### config.mk
export PLATFORM = sky130hd
export DESIGN_NAME = ldpc_encoder
export DESIGN_NICKNAME = d
export VERILOG_FILES = /design/src/verilog/ldpc_code_pkg.sv /design/src/verilog/ldpc_stream_pkg.sv /design/src/verilog/ldpc_generator_rows.sv /design/src/verilog/ldpc_parity_accum.sv /design/src/verilog/ldpc_encoder_ctrl.sv /design/src/verilog/ldpc_encoder.sv
export SDC_FILE = /design/constraint.sdc
export NUM_CORES = 1
export LEC_CHECK = 0
export ABC_AREA = 1
export BUFFER_PORTS_ARGS = -buffer_cell sky130_fd_sc_hd__buf_2
export CAP_MARGIN = 20
export CELL_PAD_IN_SITES_DETAIL_PLACEMENT = 0
export CELL_PAD_IN_SITES_GLOBAL_PLACEMENT = 1
export CORE_ASPECT_RATIO = 1.1
export CORE_MARGIN = 5
export CORE_UTILIZATION = 45
export CTS_BUF_LIST = sky130_fd_sc_hd__clkbuf_2 sky130_fd_sc_hd__clkbuf_4 sky130_fd_sc_hd__clkbuf_8
export DETAILED_ROUTE_END_ITERATION = 16
export PLACE_DENSITY_LB_ADDON = 0.1
export REMOVE_ABC_BUFFERS = 1
export SYNTH_ARGS = -nofsm -noshare
export SYNTH_HDL_FRONTEND = slang
export SYNTH_SLANG_ARGS = --single-unit
### constraint.sdc
create_clock -name clk -period 1.7 [get_ports clk]
set_input_delay 0.17 -clock clk [delete_from_list [all_inputs] [get_ports clk]]
set_output_delay 0.17 -clock clk [all_outputs]
set_load 0.03 [all_outputs]
### src/verilog/ldpc_code_pkg.sv
// Demonstration (128,64) quasi-cyclic code only. Any other code needs new dimensions and a new table
package ldpc_code_pkg;

  // Code dimensions
  localparam int circ_size   = 16;
  localparam int circ_blocks = 4;
  localparam int info_bits   = circ_size * circ_blocks;
  localparam int parity_bits = circ_size * circ_blocks;
  localparam int code_bits   = info_bits + parity_bits;

  // Counter widths
  localparam int info_cnt_w   = $clog2(info_bits);
  localparam int parity_cnt_w = $clog2(parity_bits);
  localparam int circ_pos_w   = $clog2(circ_size);

  // One parity word, also the width of a generator row
  typedef logic [parity_bits-1:0] parity_t;

  // First row of each block row, four 16-bit circulants each
  // Block column 0 sits in the top 16 bits
  localparam parity_t circ_table [circ_blocks] = '{
    64'hB4E1_2C93_5A0F_D617,
    64'h39C6_E815_7B42_A0DD,
    64'hD05B_63AE_1F97_4C28,
    64'h6E2F_9D74_C3B8_0561
  };

endpackage

### src/verilog/ldpc_stream_pkg.sv
// Single-bit streams with valid/ready flow control. Data is only meaningful while valid is high
package ldpc_stream_pkg;

  // Upstream information bit
  typedef struct packed {
    logic data;
    logic valid;
  } bit_in_t;

  // Downstream code bit, last marks the final parity bit of a frame
  typedef struct packed {
    logic data;
    logic valid;
    logic last;
  } bit_out_t;

  // Encoder phases
  typedef enum logic [1:0] {
    wait_info   = 2'd0,
    send_info   = 2'd1,
    send_parity = 2'd2
  } enc_state_t;

endpackage

### src/verilog/ldpc_generator_rows.sv
// Steps once per information bit and wraps to block row 0 after info_bits steps
module ldpc_generator_rows
  import ldpc_code_pkg::*;
(
  input  logic    clk,
  input  logic    rst_n,
  input  logic    row_step,
  output parity_t row,
  output logic    last_info
);

  logic [info_cnt_w-1:0]            info_cnt;
  logic [circ_pos_w-1:0]            pos;
  logic [info_cnt_w-circ_pos_w-1:0] blk;
  logic [info_cnt_w-circ_pos_w-1:0] blk_next;
  parity_t                          row_rot;

  // Low bits count rows inside a block row, high bits select the block row
  assign pos      = info_cnt[circ_pos_w-1:0];
  assign blk      = info_cnt[info_cnt_w-1:circ_pos_w];
  assign blk_next = blk + 1'b1;

  assign last_info = (info_cnt == info_cnt_w'(info_bits - 1));

  // Each circulant rotated right by one bit
  always_comb
  begin
    for (int b = 0; b < circ_blocks; b++)
    begin
      row_rot[b*circ_size +: circ_size] = {row[b*circ_size],
                                           row[b*circ_size+1 +: circ_size-1]};
    end
  end

  always_ff @(posedge clk or negedge rst_n)
  begin
    if (!rst_n)
    begin
      info_cnt <= '0;
      row      <= circ_table[0];
    end
    else if (row_step)
    begin
      info_cnt <= info_cnt + 1'b1;
      // Block boundary loads the next first row, wrapping after the last block
      if (pos == circ_pos_w'(circ_size - 1))
      begin
        row <= circ_table[blk_next];
      end
      else
      begin
        row <= row_rot;
      end
    end
  end

endmodule

### src/verilog/ldpc_parity_accum.sv
// Accumulate and shift never overlap. The controller only steps parity after the info phase
module ldpc_parity_accum
  import ldpc_code_pkg::*;
(
  input  logic    clk,
  input  logic    rst_n,
  input  logic    row_step,
  input  logic    info_bit,
  input  parity_t row,
  input  logic    parity_step,
  output logic    parity_msb,
  output logic    last_parity
);

  parity_t                 parity;
  logic [parity_cnt_w-1:0] parity_cnt;

  assign parity_msb  = parity[parity_bits-1];
  assign last_parity = (parity_cnt == parity_cnt_w'(parity_bits - 1));

  always_ff @(posedge clk or negedge rst_n)
  begin
    if (!rst_n)
    begin
      parity     <= '0;
      parity_cnt <= '0;
    end
    else if (parity_step)
    begin
      // Final bit taken, so start the next frame from zero
      if (last_parity)
      begin
        parity     <= '0;
        parity_cnt <= '0;
      end
      else
      begin
        parity     <= {parity[parity_bits-2:0], 1'b0};
        parity_cnt <= parity_cnt + 1'b1;
      end
    end
    else if (row_step && info_bit)
    begin
      parity <= parity ^ row;
    end
  end

endmodule

### src/verilog/ldpc_encoder_ctrl.sv
// At most one bit per two cycles in the info phase. Parity bits can go out on every cycle
module ldpc_encoder_ctrl
  import ldpc_stream_pkg::*;
(
  input  logic     clk,
  input  logic     rst_n,
  input  bit_in_t  in,
  output logic     in_ready,
  output bit_out_t out,
  input  logic     out_ready,
  input  logic     last_info,
  input  logic     parity_msb,
  input  logic     last_parity,
  output logic     row_step,
  output logic     info_bit,
  output logic     parity_step
);

  enc_state_t state;
  logic       in_xfer;
  logic       out_xfer;

  assign in_xfer  = in_ready && in.valid;
  assign out_xfer = out.valid && out_ready;

  assign row_step = (state == send_info) && out_xfer;
  assign info_bit = out.data;

  // A parity bit is taken from the accumulator whenever the output register is refilled
  assign parity_step = (state == send_parity) &&
                       (!out.valid || (out_xfer && !out.last));

  always_ff @(posedge clk or negedge rst_n)
  begin
    if (!rst_n)
    begin
      state    <= wait_info;
      in_ready <= 1'b0;
      out      <= '0;
    end
    else
    begin
      case (state)
        wait_info:
        begin
          if (in_xfer)
          begin
            in_ready  <= 1'b0;
            out.data  <= in.data;
            out.valid <= 1'b1;
            state     <= send_info;
          end
          else
          begin
            in_ready <= 1'b1;
          end
        end

        send_info:
        begin
          if (out_xfer)
          begin
            out.valid <= 1'b0;
            if (last_info)
            begin
              state <= send_parity;
            end
            else
            begin
              in_ready <= 1'b1;
              state    <= wait_info;
            end
          end
        end

        send_parity:
        begin
          if (parity_step)
          begin
            out.data  <= parity_msb;
            out.valid <= 1'b1;
            out.last  <= last_parity;
          end
          else if (out_xfer)
          begin
            // Last parity bit accepted
            out.valid <= 1'b0;
            out.last  <= 1'b0;
            in_ready  <= 1'b1;
            state     <= wait_info;
          end
        end
      endcase
    end
  end

endmodule

### src/verilog/ldpc_encoder.sv
// Systematic encoder. Each frame is 64 info bits in and 128 code bits out, last on the final bit
module ldpc_encoder
  import ldpc_code_pkg::*;
  import ldpc_stream_pkg::*;
(
  input  logic     clk,
  input  logic     rst_n,
  input  bit_in_t  in,
  output logic     in_ready,
  output bit_out_t out,
  input  logic     out_ready
);

  parity_t row;
  logic    row_step;
  logic    info_bit;
  logic    parity_step;
  logic    last_info;
  logic    parity_msb;
  logic    last_parity;

  ldpc_encoder_ctrl u_ctrl (
    .clk         (clk),
    .rst_n       (rst_n),
    .in          (in),
    .in_ready    (in_ready),
    .out         (out),
    .out_ready   (out_ready),
    .last_info   (last_info),
    .parity_msb  (parity_msb),
    .last_parity (last_parity),
    .row_step    (row_step),
    .info_bit    (info_bit),
    .parity_step (parity_step)
  );

  ldpc_generator_rows u_rows (
    .clk       (clk),
    .rst_n     (rst_n),
    .row_step  (row_step),
    .row       (row),
    .last_info (last_info)
  );

  ldpc_parity_accum u_parity (
    .clk         (clk),
    .rst_n       (rst_n),
    .row_step    (row_step),
    .info_bit    (info_bit),
    .row         (row),
    .parity_step (parity_step),
    .parity_msb  (parity_msb),
    .last_parity (last_parity)
  );

endmodule

---- Word level (Yosys, flattened, before mapping) ----
Cells that the tools add are included.
Widths: inputs -> output; s select.
operators by class
  eq/ne operators ......................... 12
  add/subtract/negate cells ............... 3
  $lt $le $gt $ge ......................... 1
  reduce and logical (&&, ||, !) cells .... 19
  bitwise operators ....................... 2
  muxes and demuxes ....................... 26
operator list
  operator             count
  $mux 64              6
  $bmux 64 s2          1
  $xor 64x64->64       1
  $mux 2               7
  $add 6x1->6 const B  2
  $eq 6x6->1 const B   2
  $reduce_and 5->1     2
  $mux 1               7
  $logic_and 1x1->1    6
  $mux 6               1
  $ne 2x1->1 const B   3
  $ne 2x2->1 const B   3
  $pmux 1 s3           2
  $pmux 2 s3           1
  $reduce_bool 2->1    3
  $eq 4x4->1 const B   1
  $reduce_and 4->1     1
  $ge 3x3->1 const B   1
  $ne 3x2->1 const B   1
  $not 2->3            1
  $reduce_and 3->1     1
  $reduce_bool 3->1    1
  $add 2x1->2 const B  1
  $eq 2x1->1 const B   1
  6 further kinds      7
storage, ports and cells
  output and inout port bits .............. 4
  register bits after elaboration ......... 146
  logic and storage cells ................. 72
  bits of input ports ..................... 5

---- Logic depth before layout (Yosys ltp) ----
Gate-level depths: netlist of the first run.
  depth in word-level cells ............... 6
  depth in mapped cells ................... 9
  gate-level depth less buffers ........... 8

---- Hierarchy ----
Synthesis of the first run repeated with hierarchy kept, for this count alone.
second synthesis, totals
  cells, all modules ...................... 1379
  area, all modules ....................... 8838.5 um2
modules (own cells, without submodules)
  module               times used  cells an instance  area an instance (um2)  sequential area each (um2)
  ldpc_parity_accum    1           836                4842.1                  1751.7
  ldpc_generator_rows  1           473                3485.8                  1791.7
  ldpc_encoder_ctrl    1           70                 510.5                   150.1

---- Worst setup path before layout of the first run ----
No wires, ideal clock.
  kind .................................... reg-to-reg
  start ................................... register u_ctrl.state[1]
  end ..................................... register u_parity.parity[56]
  setup slack ............................. 0.154 ns
  setup time .............................. 0.117 ns
  required time ........................... 1.583 ns
  buffers on the path ..................... 1
  cell stages (with the launch flop) ...... 9
  period minus slack after synthesis ...... 1.546 ns
  data arrival time ....................... 1.429 ns
  path through ............................ dfrtp_1 > inv_1 > ha_1 > nand4_1 > nand2_2 > buf_1 > nand2_1 > nor2_1 > nor2_1
on the way
  word-level cells in the longest chain between the ends .. 4
  elaborated cells between the ends (all ways) .. 7
  those cells by class .................... eq/ne (2); mux (1); reduce/logical (4)
ends and longest elaborated chain
  what                         line                     source
  from (decl)                  ldpc_encoder_ctrl.sv:19  enc_state_t state;
  from (signal assigned)       ldpc_encoder_ctrl.sv:37  state <= wait_info;
  from (signal assigned)       ldpc_encoder_ctrl.sv:51  state <= send_info;
  from (signal assigned)       ldpc_encoder_ctrl.sv:66  state <= send_parity;
  $eq 2x1->1                   ldpc_encoder_ctrl.sv:26  assign row_step = (state == send_info) && out_xfer;
  $logic_and 1x1->1            ldpc_encoder_ctrl.sv:26
  $logic_and 1x1->1            ldpc_parity_accum.sv:42  else if (row_step && info_bit)
  $reduce_bool 2->1 (no line)  --
  to (signal assigned)         ldpc_parity_accum.sv:38  parity <= {parity[parity_bits-2:0], 1'b0};
  to (signal assigned)         ldpc_parity_accum.sv:44  parity <= parity ^ row;
  to (decl)                    ldpc_parity_accum.sv:15  parity_t parity;
Several ways; a longest one is shown, not always the timed one.
A chain may end at the register's enable or synchronous reset.

---- Worst setup path in the final report of the first run ----
  start ................................... register u_ctrl.state[1]
  end ..................................... register u_parity.parity[28]
Same word-level chain as after synthesis.

==> metrics, run 1 <==
status completed; clock share of power 49.7%; TritonCTS Buffers 17; reg2reg setup slack 0.08 ns; top cells by count, synth nand2_1 (411), nor2_1 (267), inv_1 (155); count leader, synth nand2_1; Synth Cell Area 0.00854 sq mm; Worst EP arrival 2.02 ns; setup TNS 0 ns; Startpoint Class flop; Initial Utilization 46.1%; P_int 5.60 mW; IO buf count 8; area share of the largest cell type after synthesis 33.4%; share of layout cells above drive strength 1 12.9%; fillcell total 1833; DRC Markers 0; fin cells 1550; crit path kind reg -> reg; initial antenna violation count 0; Netlist cell types 27; Routed Antenna Nets 0; synthesized flop and latch total 146; number of synthesized flops with an enable pin 0; leading area contributor after synthesis dfrtp_1; Top FF cell, synth dfrtp_1; setup ws final 0.0773 ns; H-tree depth 4; DP Area 0.00932 sq mm; Syn-to-layout area delta 18.1%; sequential share of power 48.9%; f_max 616 MHz; number of global-route vias before repair 7502; switching power 1.51 mW; Final Hold Vio Count 0; Placement Setup Slack 0.000202 ns; CP required 2.09 ns; sw frac 21.2%; fin area 0.0101 sq mm; peak supply drop 0.000462 V; row count 52; Ports 9; CTS clock-pin slew for the worst setup and hold paths 0.08 ns; synthesis warning total 0; DP HPWL 14.7 mm; die width 141 um; Critical Path Fanout Max 12; Final Wtd Congestion 0.820; CTS Sinks 146; Setup Skew 0.0161 ns; Setup Viol. Count Final 0; vias 7818; Routed WL 23.9 mm; placed cell count 1504; Iter 0 DRT Violations 467; Die ar. 0.0218 sq mm; largest net degree at the start of global routing 51; post-synthesis cell count 1249; core box area 0.0185 sq mm; min cycle time layout 1.62 ns; Avg Cell Area, Syn 6.84 sq um; CP endpoint kind flop; gr ovfl total 0; combinational share of power 1.5%; Slew Limit Fails 0; Via density 5.04; static leakage 5.70 nW; asr flop ratio synth 100%; Final Power 7.11 mW; sequential fraction of the synthesis area 43.2%; Max Cap Viol 0; clk buf depth 2; Area contributors post-synth dfrtp_1 (33%), nand2_1 (18%), nor2_1 (12%); fin crit share 95.5%; later-pin clock latency in the skew report 0.47 ns; die height 155 um; Slew headroom 67.9%; Root Driver clkbuf_8; first-pass GRT wire length 38.1 mm; Avg WL per Cell 15.4 um; Cell Pwr Density 705 mW/mm^2; Total GRT Usage 21.5%; nets 1313; CTS tree done; Worst Max-Slew Pin Slew 0.476 ns; HP Class in -> reg; Detailed Routing Iterations Pass 1 6; Antenna Cells 0
what timing repair did:
| item | 4_1_cts | 5_1_grt |
|---|---|---|
| hold buffers | 1 | 0 |
| endpoints found under the hold margin | 87 | 0 |
| gates cloned | 0 | 6 |
| pin swaps | 0 | 2 |
| buffers inserted | 0 | 7 |
| endpoints found under the setup margin | 5 | 117 |
| resized for setup | 2 | 18 |
area by class of cell:
| type | instances | area (sq um) | area share (%) |
|---|---|---|---|
| clock inverters | 13 | 255 | 2.53 |
| inverters | 155 | 582 | 5.76 |
| multi-input cells | 887 | 4060 | 40.2 |
| flip-flops and latches | 146 | 3690 | 36.6 |
| repair buffers | 87 | 942 | 9.33 |
| well taps | 243 | 304 | 3.01 |
| clock buffers | 19 | 255 | 2.53 |
flip-flops by register name (all words and copies together), names as in the netlist:
signal	count
u_parity.parity_cnt	6
u_ctrl.out	2
u_ctrl.in_ready	1
u_parity.parity	64
u_rows.info_cnt	6
u_ctrl.state	2
u_ctrl.info_bit	1
u_rows.row	64
layout by cell type, fill, tap and decap left out, types with 7 or more instances in the layout:
| cell | Yosys | routed |
|---|---|---|
| o21ai_0 | 42 | 42 |
| clkbuf_8 | 0 | 18 |
| o21bai_1 | 37 | 37 |
| dfstp_2 | 32 | 32 |
| inv_1 | 155 | 153 |
| bufinv_16 | 0 | 7 |
| nor2_1 | 267 | 267 |
| ha_1 | 14 | 11 |
| dfrtp_1 | 114 | 113 |
| buf_2 | 23 | 7 |
| a22oi_1 | 34 | 34 |
| nand2_1 | 411 | 411 |
| nand3_1 | 12 | 9 |
| buf_12 | 0 | 15 |
| o22ai_1 | 13 | 13 |
| nand4_1 | 30 | 30 |
| buf_4 | 10 | 52 |
| buf_6 | 0 | 7 |
worst max-delay path, cell delays in order, from the launching register on:
cell,delay (ns)
dfrtp_1,0.39
inv_2,0.08
ha_4,0.15
nand4_1,0.23
nand2_8,0.18
buf_4,0.17
buf_6,0.19
nor2_1,0.05
nor2_1,0.10
metal layers:
| metal | routed length [um] | up-vias | GRT usage [%] |
|---|---|---|---|
| met1 | 11300 | 3706 | 28.9 |
| li1 | - | 3926 | - |
| met5 | 0 | - | 0 |
| met2 | 11200 | 156 | 36.4 |
| met4 | 408 | 0 | 6.31 |
| met3 | 971 | 30 | 3.15 |
power by group through the flow:
stage               Combinational, mW  Clock (mW)  Sequential, mW
floorplan                     0.00193           0            3.54
global placement                0.106           0            3.54
detailed placement              0.107           0            3.54
CTS                             0.109        3.60            3.48
global route                    0.121        3.77            3.48
finish                          0.104        3.53            3.48
path summary, 6_finish.rpt:
path,start,to,cells past startpoint
worst max-delay path,u_ctrl.state[1],u_parity.parity[28],8
worst min-delay path,in[1],u_ctrl.info_bit,3
worst max register to register,u_ctrl.state[1],u_parity.parity[28],8
worst min register to register,u_rows.row[55],u_rows.row[54],2
max in group asynchronous,rst_n,u_rows.row[60],3
min in group asynchronous,rst_n,u_parity.parity[17],2
stage by stage:
step | utilization, % | hold WS (ns)
4_1_cts | 53.1 | 0.00386
2_1_floorplan | - | -0.126
5_1_grt | 54.4 | 0.0853
6_report | 54.4 | 0.0307
3_5_place_dp | 50.2 | 0.117
3_3_place_gp | 50.2 | 0.115
kinds of logic (layout without fill, tap and decap cells):
group	count (synthesis)	count (layout)	synth area share, %
xor gates and xnor gates	7	7	0.718
buffers and inverters	216	274	10.3
adders and majority gates	14	14	2.05
AOI/OAI and AO/OA	139	139	10.5
DFF	146	146	43.2
and+or+nand+nor	726	726	33.2
muxes	1	1	0.117
No activity file was read; power rests on OpenSTA's default activity.
==> inputs of run 2 (changes only) <==
BUFFER_PORTS_ARGS = -buffer_cell sky130_fd_sc_hd__buf_4   (was -buffer_cell sky130_fd_sc_hd__buf_2)
CAP_MARGIN = not set   (was 20)
==> metrics, run 2 (synthesis gave the netlist of run 1 again) <==
status completed; Final Power 7.00 mW; Cell Pwr Density 687 mW/mm^2; Syn-to-layout area delta 19.2%; first-pass GRT wire length 39.0 mm; DRC Markers 0; IO buf count 8; sw frac 20.8%; critical path cell sequence inv_2 > ha_4 > nand4_1 > nand2_8 > clkbuf_16 > nand2_1 > nor2_1 > nor2_1; Die ar. 0.0218 sq mm; number of global-route vias before repair 7660; Worst Max-Slew Pin Slew 0.494 ns; clock share of power 48.7%; Startpoint Class flop; DP Area 0.00932 sq mm; Reg area 0.00369 sq mm; Final Hold Vio Count 0; fin area 0.0102 sq mm; later-pin clock latency in the skew report 0.46 ns; Regs by FF count u_parity.parity (64), u_rows.row (64); share of layout cells above drive strength 1 13.6%; TritonCTS Buffers 17; gr ovfl total 0; sequential share of power 49.7%; die width 141 um; most common cell after layout, fill and taps aside nand2_1; CP peak stage delay 0.42 ns; static leakage 5.72 nW; Crit path depth 8; H-tree depth 4; Worst EP arrival 2.03 ns; f_max 589 MHz; Critical-path top delay cell dfrtp_1; die height 155 um; most used cell, CP nor2_1; Setup Skew 0.0168 ns; Slew headroom 66.7%; Routed WL 24.1 mm; Root Driver clkbuf_8; Ports 9; clk buf depth 2; HP Class in -> reg; min cycle time layout 1.70 ns; CP Buf/Inv Count 2; largest net degree at the start of global routing 47; CP endpoint kind flop; Via density 5.02; DP HPWL 14.5 mm; Detailed Routing Iterations Pass 1 5; Avg WL per Cell 15.5 um; hold path cells 4; row count 52; nets 1317; Critical Path Fanout Max 9; Setup Viol. Count Final 0; Total GRT Usage 22.0%; combinational share of power 1.6%; Slew Limit Fails 0; vias 7802; fin crit share 99.8%; CTS clock-pin slew for the worst setup and hold paths 0.08 ns; initial antenna violation count 0; CTS Sinks 146; switching power 1.45 mW; RSZ-0062 raised after global routing yes; CTS tree done; R2R depth 8; commonest cells after routing, fill and taps aside nand2_1 (408), nor2_1 (262), inv_1 (154); Multi-input gate area 0.00408 sq mm; crit path kind reg -> reg; CP required 2.04 ns; Initial Utilization 46.1%; P_int 5.55 mW; Max Cap Viol 0; Final Wtd Congestion 0.821; Antenna Cells 0; Routed Antenna Nets 0; peak supply drop 0.000438 V; Iter 0 DRT Violations 397; Crit path max-delay family simple AND/OR/NAND/NOR gates; fillcell total 1842; core box area 0.0185 sq mm
run 2: cell types whose count changed in the layout (fill, tap and decap cells not counted), sizes merged:
cell         before  now
clkinvlp          0    2
clkbuf           23   29
bufinv            7    6
clkinv            5    2
inv             156  155
dlygate4sd3       1    2
run 2: final timing paths:
kind | end | slack (ns) | from
worst max-delay path | u_parity.parity[27] | 0.003 | u_ctrl.state[1]
worst min-delay path | u_ctrl.in_ready | 0.08 | in[0]
worst max register to register | u_parity.parity[27] | 0.003 | u_ctrl.state[1]
worst min register to register | u_rows.row[54] | 0.50 | u_rows.row[55]
max in group asynchronous | u_rows.row[42] | 0.83 | rst_n
min in group asynchronous | u_parity.parity_cnt[1] | 0.21 | rst_n
run 2: metrics by stage:
step / setup WS [ns] / std cells / setup TNS, ns / utilization, % / hold WS (ns)
floorplan: -2.82 / 1188 / -256.51 / - / -0.126
global placement: -0.0545 / 1505 / -0.198 / 50.2 / 0.132
detailed placement: -0.0427 / 1505 / -0.246 / 50.2 / 0.136
CTS: 0.0280 / 1542 / 0 / 53.4 / 0.0377
global route: -0.0403 / 1554 / -0.996 / 54.9 / 0.0924
finish: 0.00323 / 1554 / 0 / 54.9 / 0.0839
run 2: final cells by class:
type	instances	area share, %
Clock buffer	22	2.85
Inverter	155	5.71
Sequential cell	146	36.3
Multi-Input combinational cell	887	40.0
Clock inverter	10	2.01
Timing Repair Buffer	91	10.1
Tap cell	243	2.98
run 2: repair_timing:
item                                   CTS  global route
resized for setup                        5            21
endpoints found under the hold margin   41             0
setup buffers                            2             5
setup endpoints to repair               34            91
hold buffers                             2             0
pin swaps                                2             3
cloned                                   1             8
run 2: worst register-to-register path: stages (launching register included):
cell,delay (ns)
dfrtp_1,0.42
inv_2,0.09
ha_4,0.15
nand4_1,0.22
nand2_8,0.27
clkbuf_16,0.22
nand2_1,0.06
nor2_1,0.11
nor2_1,0.05
run 2: power groups by stage:
stage	sequential [mW]	combinational, mW	clock, mW
2_1_floorplan	3.54	0.00193	0
3_3_place_gp	3.54	0.115	0
3_5_place_dp	3.54	0.116	0
4_1_cts	3.48	0.120	3.49
5_1_grt	3.48	0.131	3.64
6_report	3.48	0.113	3.41
run 2: metal layers:
| layer | up-vias | global-route usage (%) | wire [um] |
|---|---|---|---|
| met3 | 27 | 3.77 | 746 |
| met1 | 3724 | 29.1 | 11500 |
| met5 | - | 0 | 0 |
| met4 | 0 | 6.31 | 373 |
| met2 | 120 | 37.2 | 11500 |
| li1 | 3931 | - | - |
==> inputs of run 3 (changes only) <==
CAP_MARGIN = 20   (was not set)
REMOVE_ABC_BUFFERS = not set   (was 1)
clock period = 1.9 ns   (was 1.7 ns; I/O delays follow)
==> metrics, run 3 (synthesis gave the netlist of run 1 again) <==
WHS 0.0450 ns; Detailed Routing Iterations Pass 1 5; Slew headroom 56.1%; Via density 4.99; DP HPWL 14.3 mm; row count 52; hold endpoint u_ctrl.info_bit; commonest cells after routing, fill and taps aside nand2_1 (411), nor2_1 (266), inv_1 (154); most common cell after layout, fill and taps aside nand2_1; Ports 9; worst hold start in[1]; Worst EP arrival 2.10 ns; Critical Path Fanout Max 5; DRC Markers 0; nets 1284; post-CTS setup buffer count 0; gr ovfl total 0; Worst Max-Slew Pin Slew 0.659 ns; Placement Setup Slack 0.0609 ns; Max Cap Viol 0; HP Class in -> reg; CTS clock-pin slew for the worst setup and hold paths 0.09 ns; Slew Limit Fails 0; Final Core Density 51.9%; CP required 2.23 ns; vias 7590; CTS tree done; Syn-to-layout area delta 12.7%; min cycle time layout 1.77 ns; Setup Skew 0.0171 ns; die width 141 um; static leakage 5.45 nW; fillcell total 1901; fin crit share 93.0%; Routed WL 22.3 mm; Total GRT Usage 21.3%; RSZ-0062 raised after global routing no; IO buf count 8; combinational share of power 1.6%; Startpoint Class flop; sequential share of power 52.4%; Die ar. 0.0218 sq mm; status completed; Iter 0 DRT Violations 428; P_int 4.53 mW; share of layout cells above drive strength 1 10.4%; Regs by FF count u_parity.parity (64), u_rows.row (64); clk buf depth 2; f_max 566 MHz; Antenna Cells 0; Root Driver clkbuf_8; reg-to-reg endpoint u_rows.info_cnt[5]; switching power 1.41 mW; largest net degree at the start of global routing 72; Routed Antenna Nets 0; first-pass GRT wire length 37.7 mm; Setup Viol. Count Final 0; sw frac 23.7%; Avg WL per Cell 14.7 um; Synthesized Nets 1268; die height 155 um; crit path kind reg -> reg; hold path cells 3; setup ws final 0.132 ns; TritonCTS Buffers 17; initial antenna violation count 0; Initial Utilization 46.1%; R2R depth 8; CTS Sinks 146; Final Hold Vio Count 0; H-tree depth 4; number of global-route vias before repair 7304; setup TNS 0 ns; Cell Pwr Density 616 mW/mm^2; core box area 0.0185 sq mm; later-pin clock latency in the skew report 0.46 ns; CP endpoint kind flop; Final Wtd Congestion 0.818; reg2reg setup slack 0.13 ns; Reg-to-Reg Start u_ctrl.state[1]; peak supply drop 0.000395 V; clock share of power 46.0%
-- run 3: through the flow --
step	instances	power [mW]	cell area, sq um
after floorplan	1249	3.18	8540
after global placement	1488	3.27	9160
after detailed placement	1488	3.27	9160
after CTS	1521	6.01	9610
after global routing	1521	6.16	9630
final	1521	5.94	9630
-- run 3: worst max path at each step --
stage	start	endpoint	slack, ns	depth (start not counted)
3_5_place_dp	u_rows.info_cnt[1]	u_rows.row[44]	0.06	5
4_1_cts	u_rows.info_cnt[4]	u_rows.row[44]	0.03	4
2_1_floorplan	u_ctrl.state[1]	u_parity.parity[56]	0.35	8
6_report	u_ctrl.state[1]	u_rows.info_cnt[5]	0.13	8
3_3_place_gp	u_ctrl.state[1]	u_rows.row[55]	0.12	8
5_1_grt	u_ctrl.state[1]	u_parity.parity[25]	0.004	9
-- run 3: final cells by class --
class | count | area, sq um | share of cell area, %
multi-input cells | 887 | 4020 | 41.7
flip-flops and latches | 146 | 3690 | 38.4
repair buffers | 58 | 599 | 6.22
inverters | 155 | 586 | 6.08
well taps | 243 | 304 | 3.16
clock buffers | 19 | 262 | 2.72
clock inverters | 13 | 171 | 1.78
-- run 3: critical path: stages (launching register included) --
cell     delay, ns
dfrtp_1       0.38
inv_1         0.07
ha_1          0.17
nand3_2       0.17
buf_4         0.22
buf_4         0.15
nor2_1        0.19
nand3_1       0.14
xor2_1        0.16
-- run 3: repair_timing --
item,4_1_cts,5_1_grt
endpoints found under the setup margin,0,16
hold buffers,1,0
gates resized for setup,0,6
endpoints found under the hold margin,35,0
-- run 3: per-layer routing --
metal	GRT usage, %	vias to the layer above	part of all wire [%]
met2	34.9	112	47
met4	5.26	0	1.1
met3	3.52	14	3.7
li1	-	3867	-
met1	29.5	3597	49
met5	0	-	0
-- run 3: power groups by stage --
stage                     clock network, mW  registers [mW]  logic (mW)
final                                  2.73            3.11      0.0936
after global placement                    0            3.17      0.0983
after global routing                   2.94            3.11       0.110
after floorplan                           0            3.17     0.00564
after detailed placement                  0            3.17      0.0976
after CTS                              2.80            3.11      0.0999
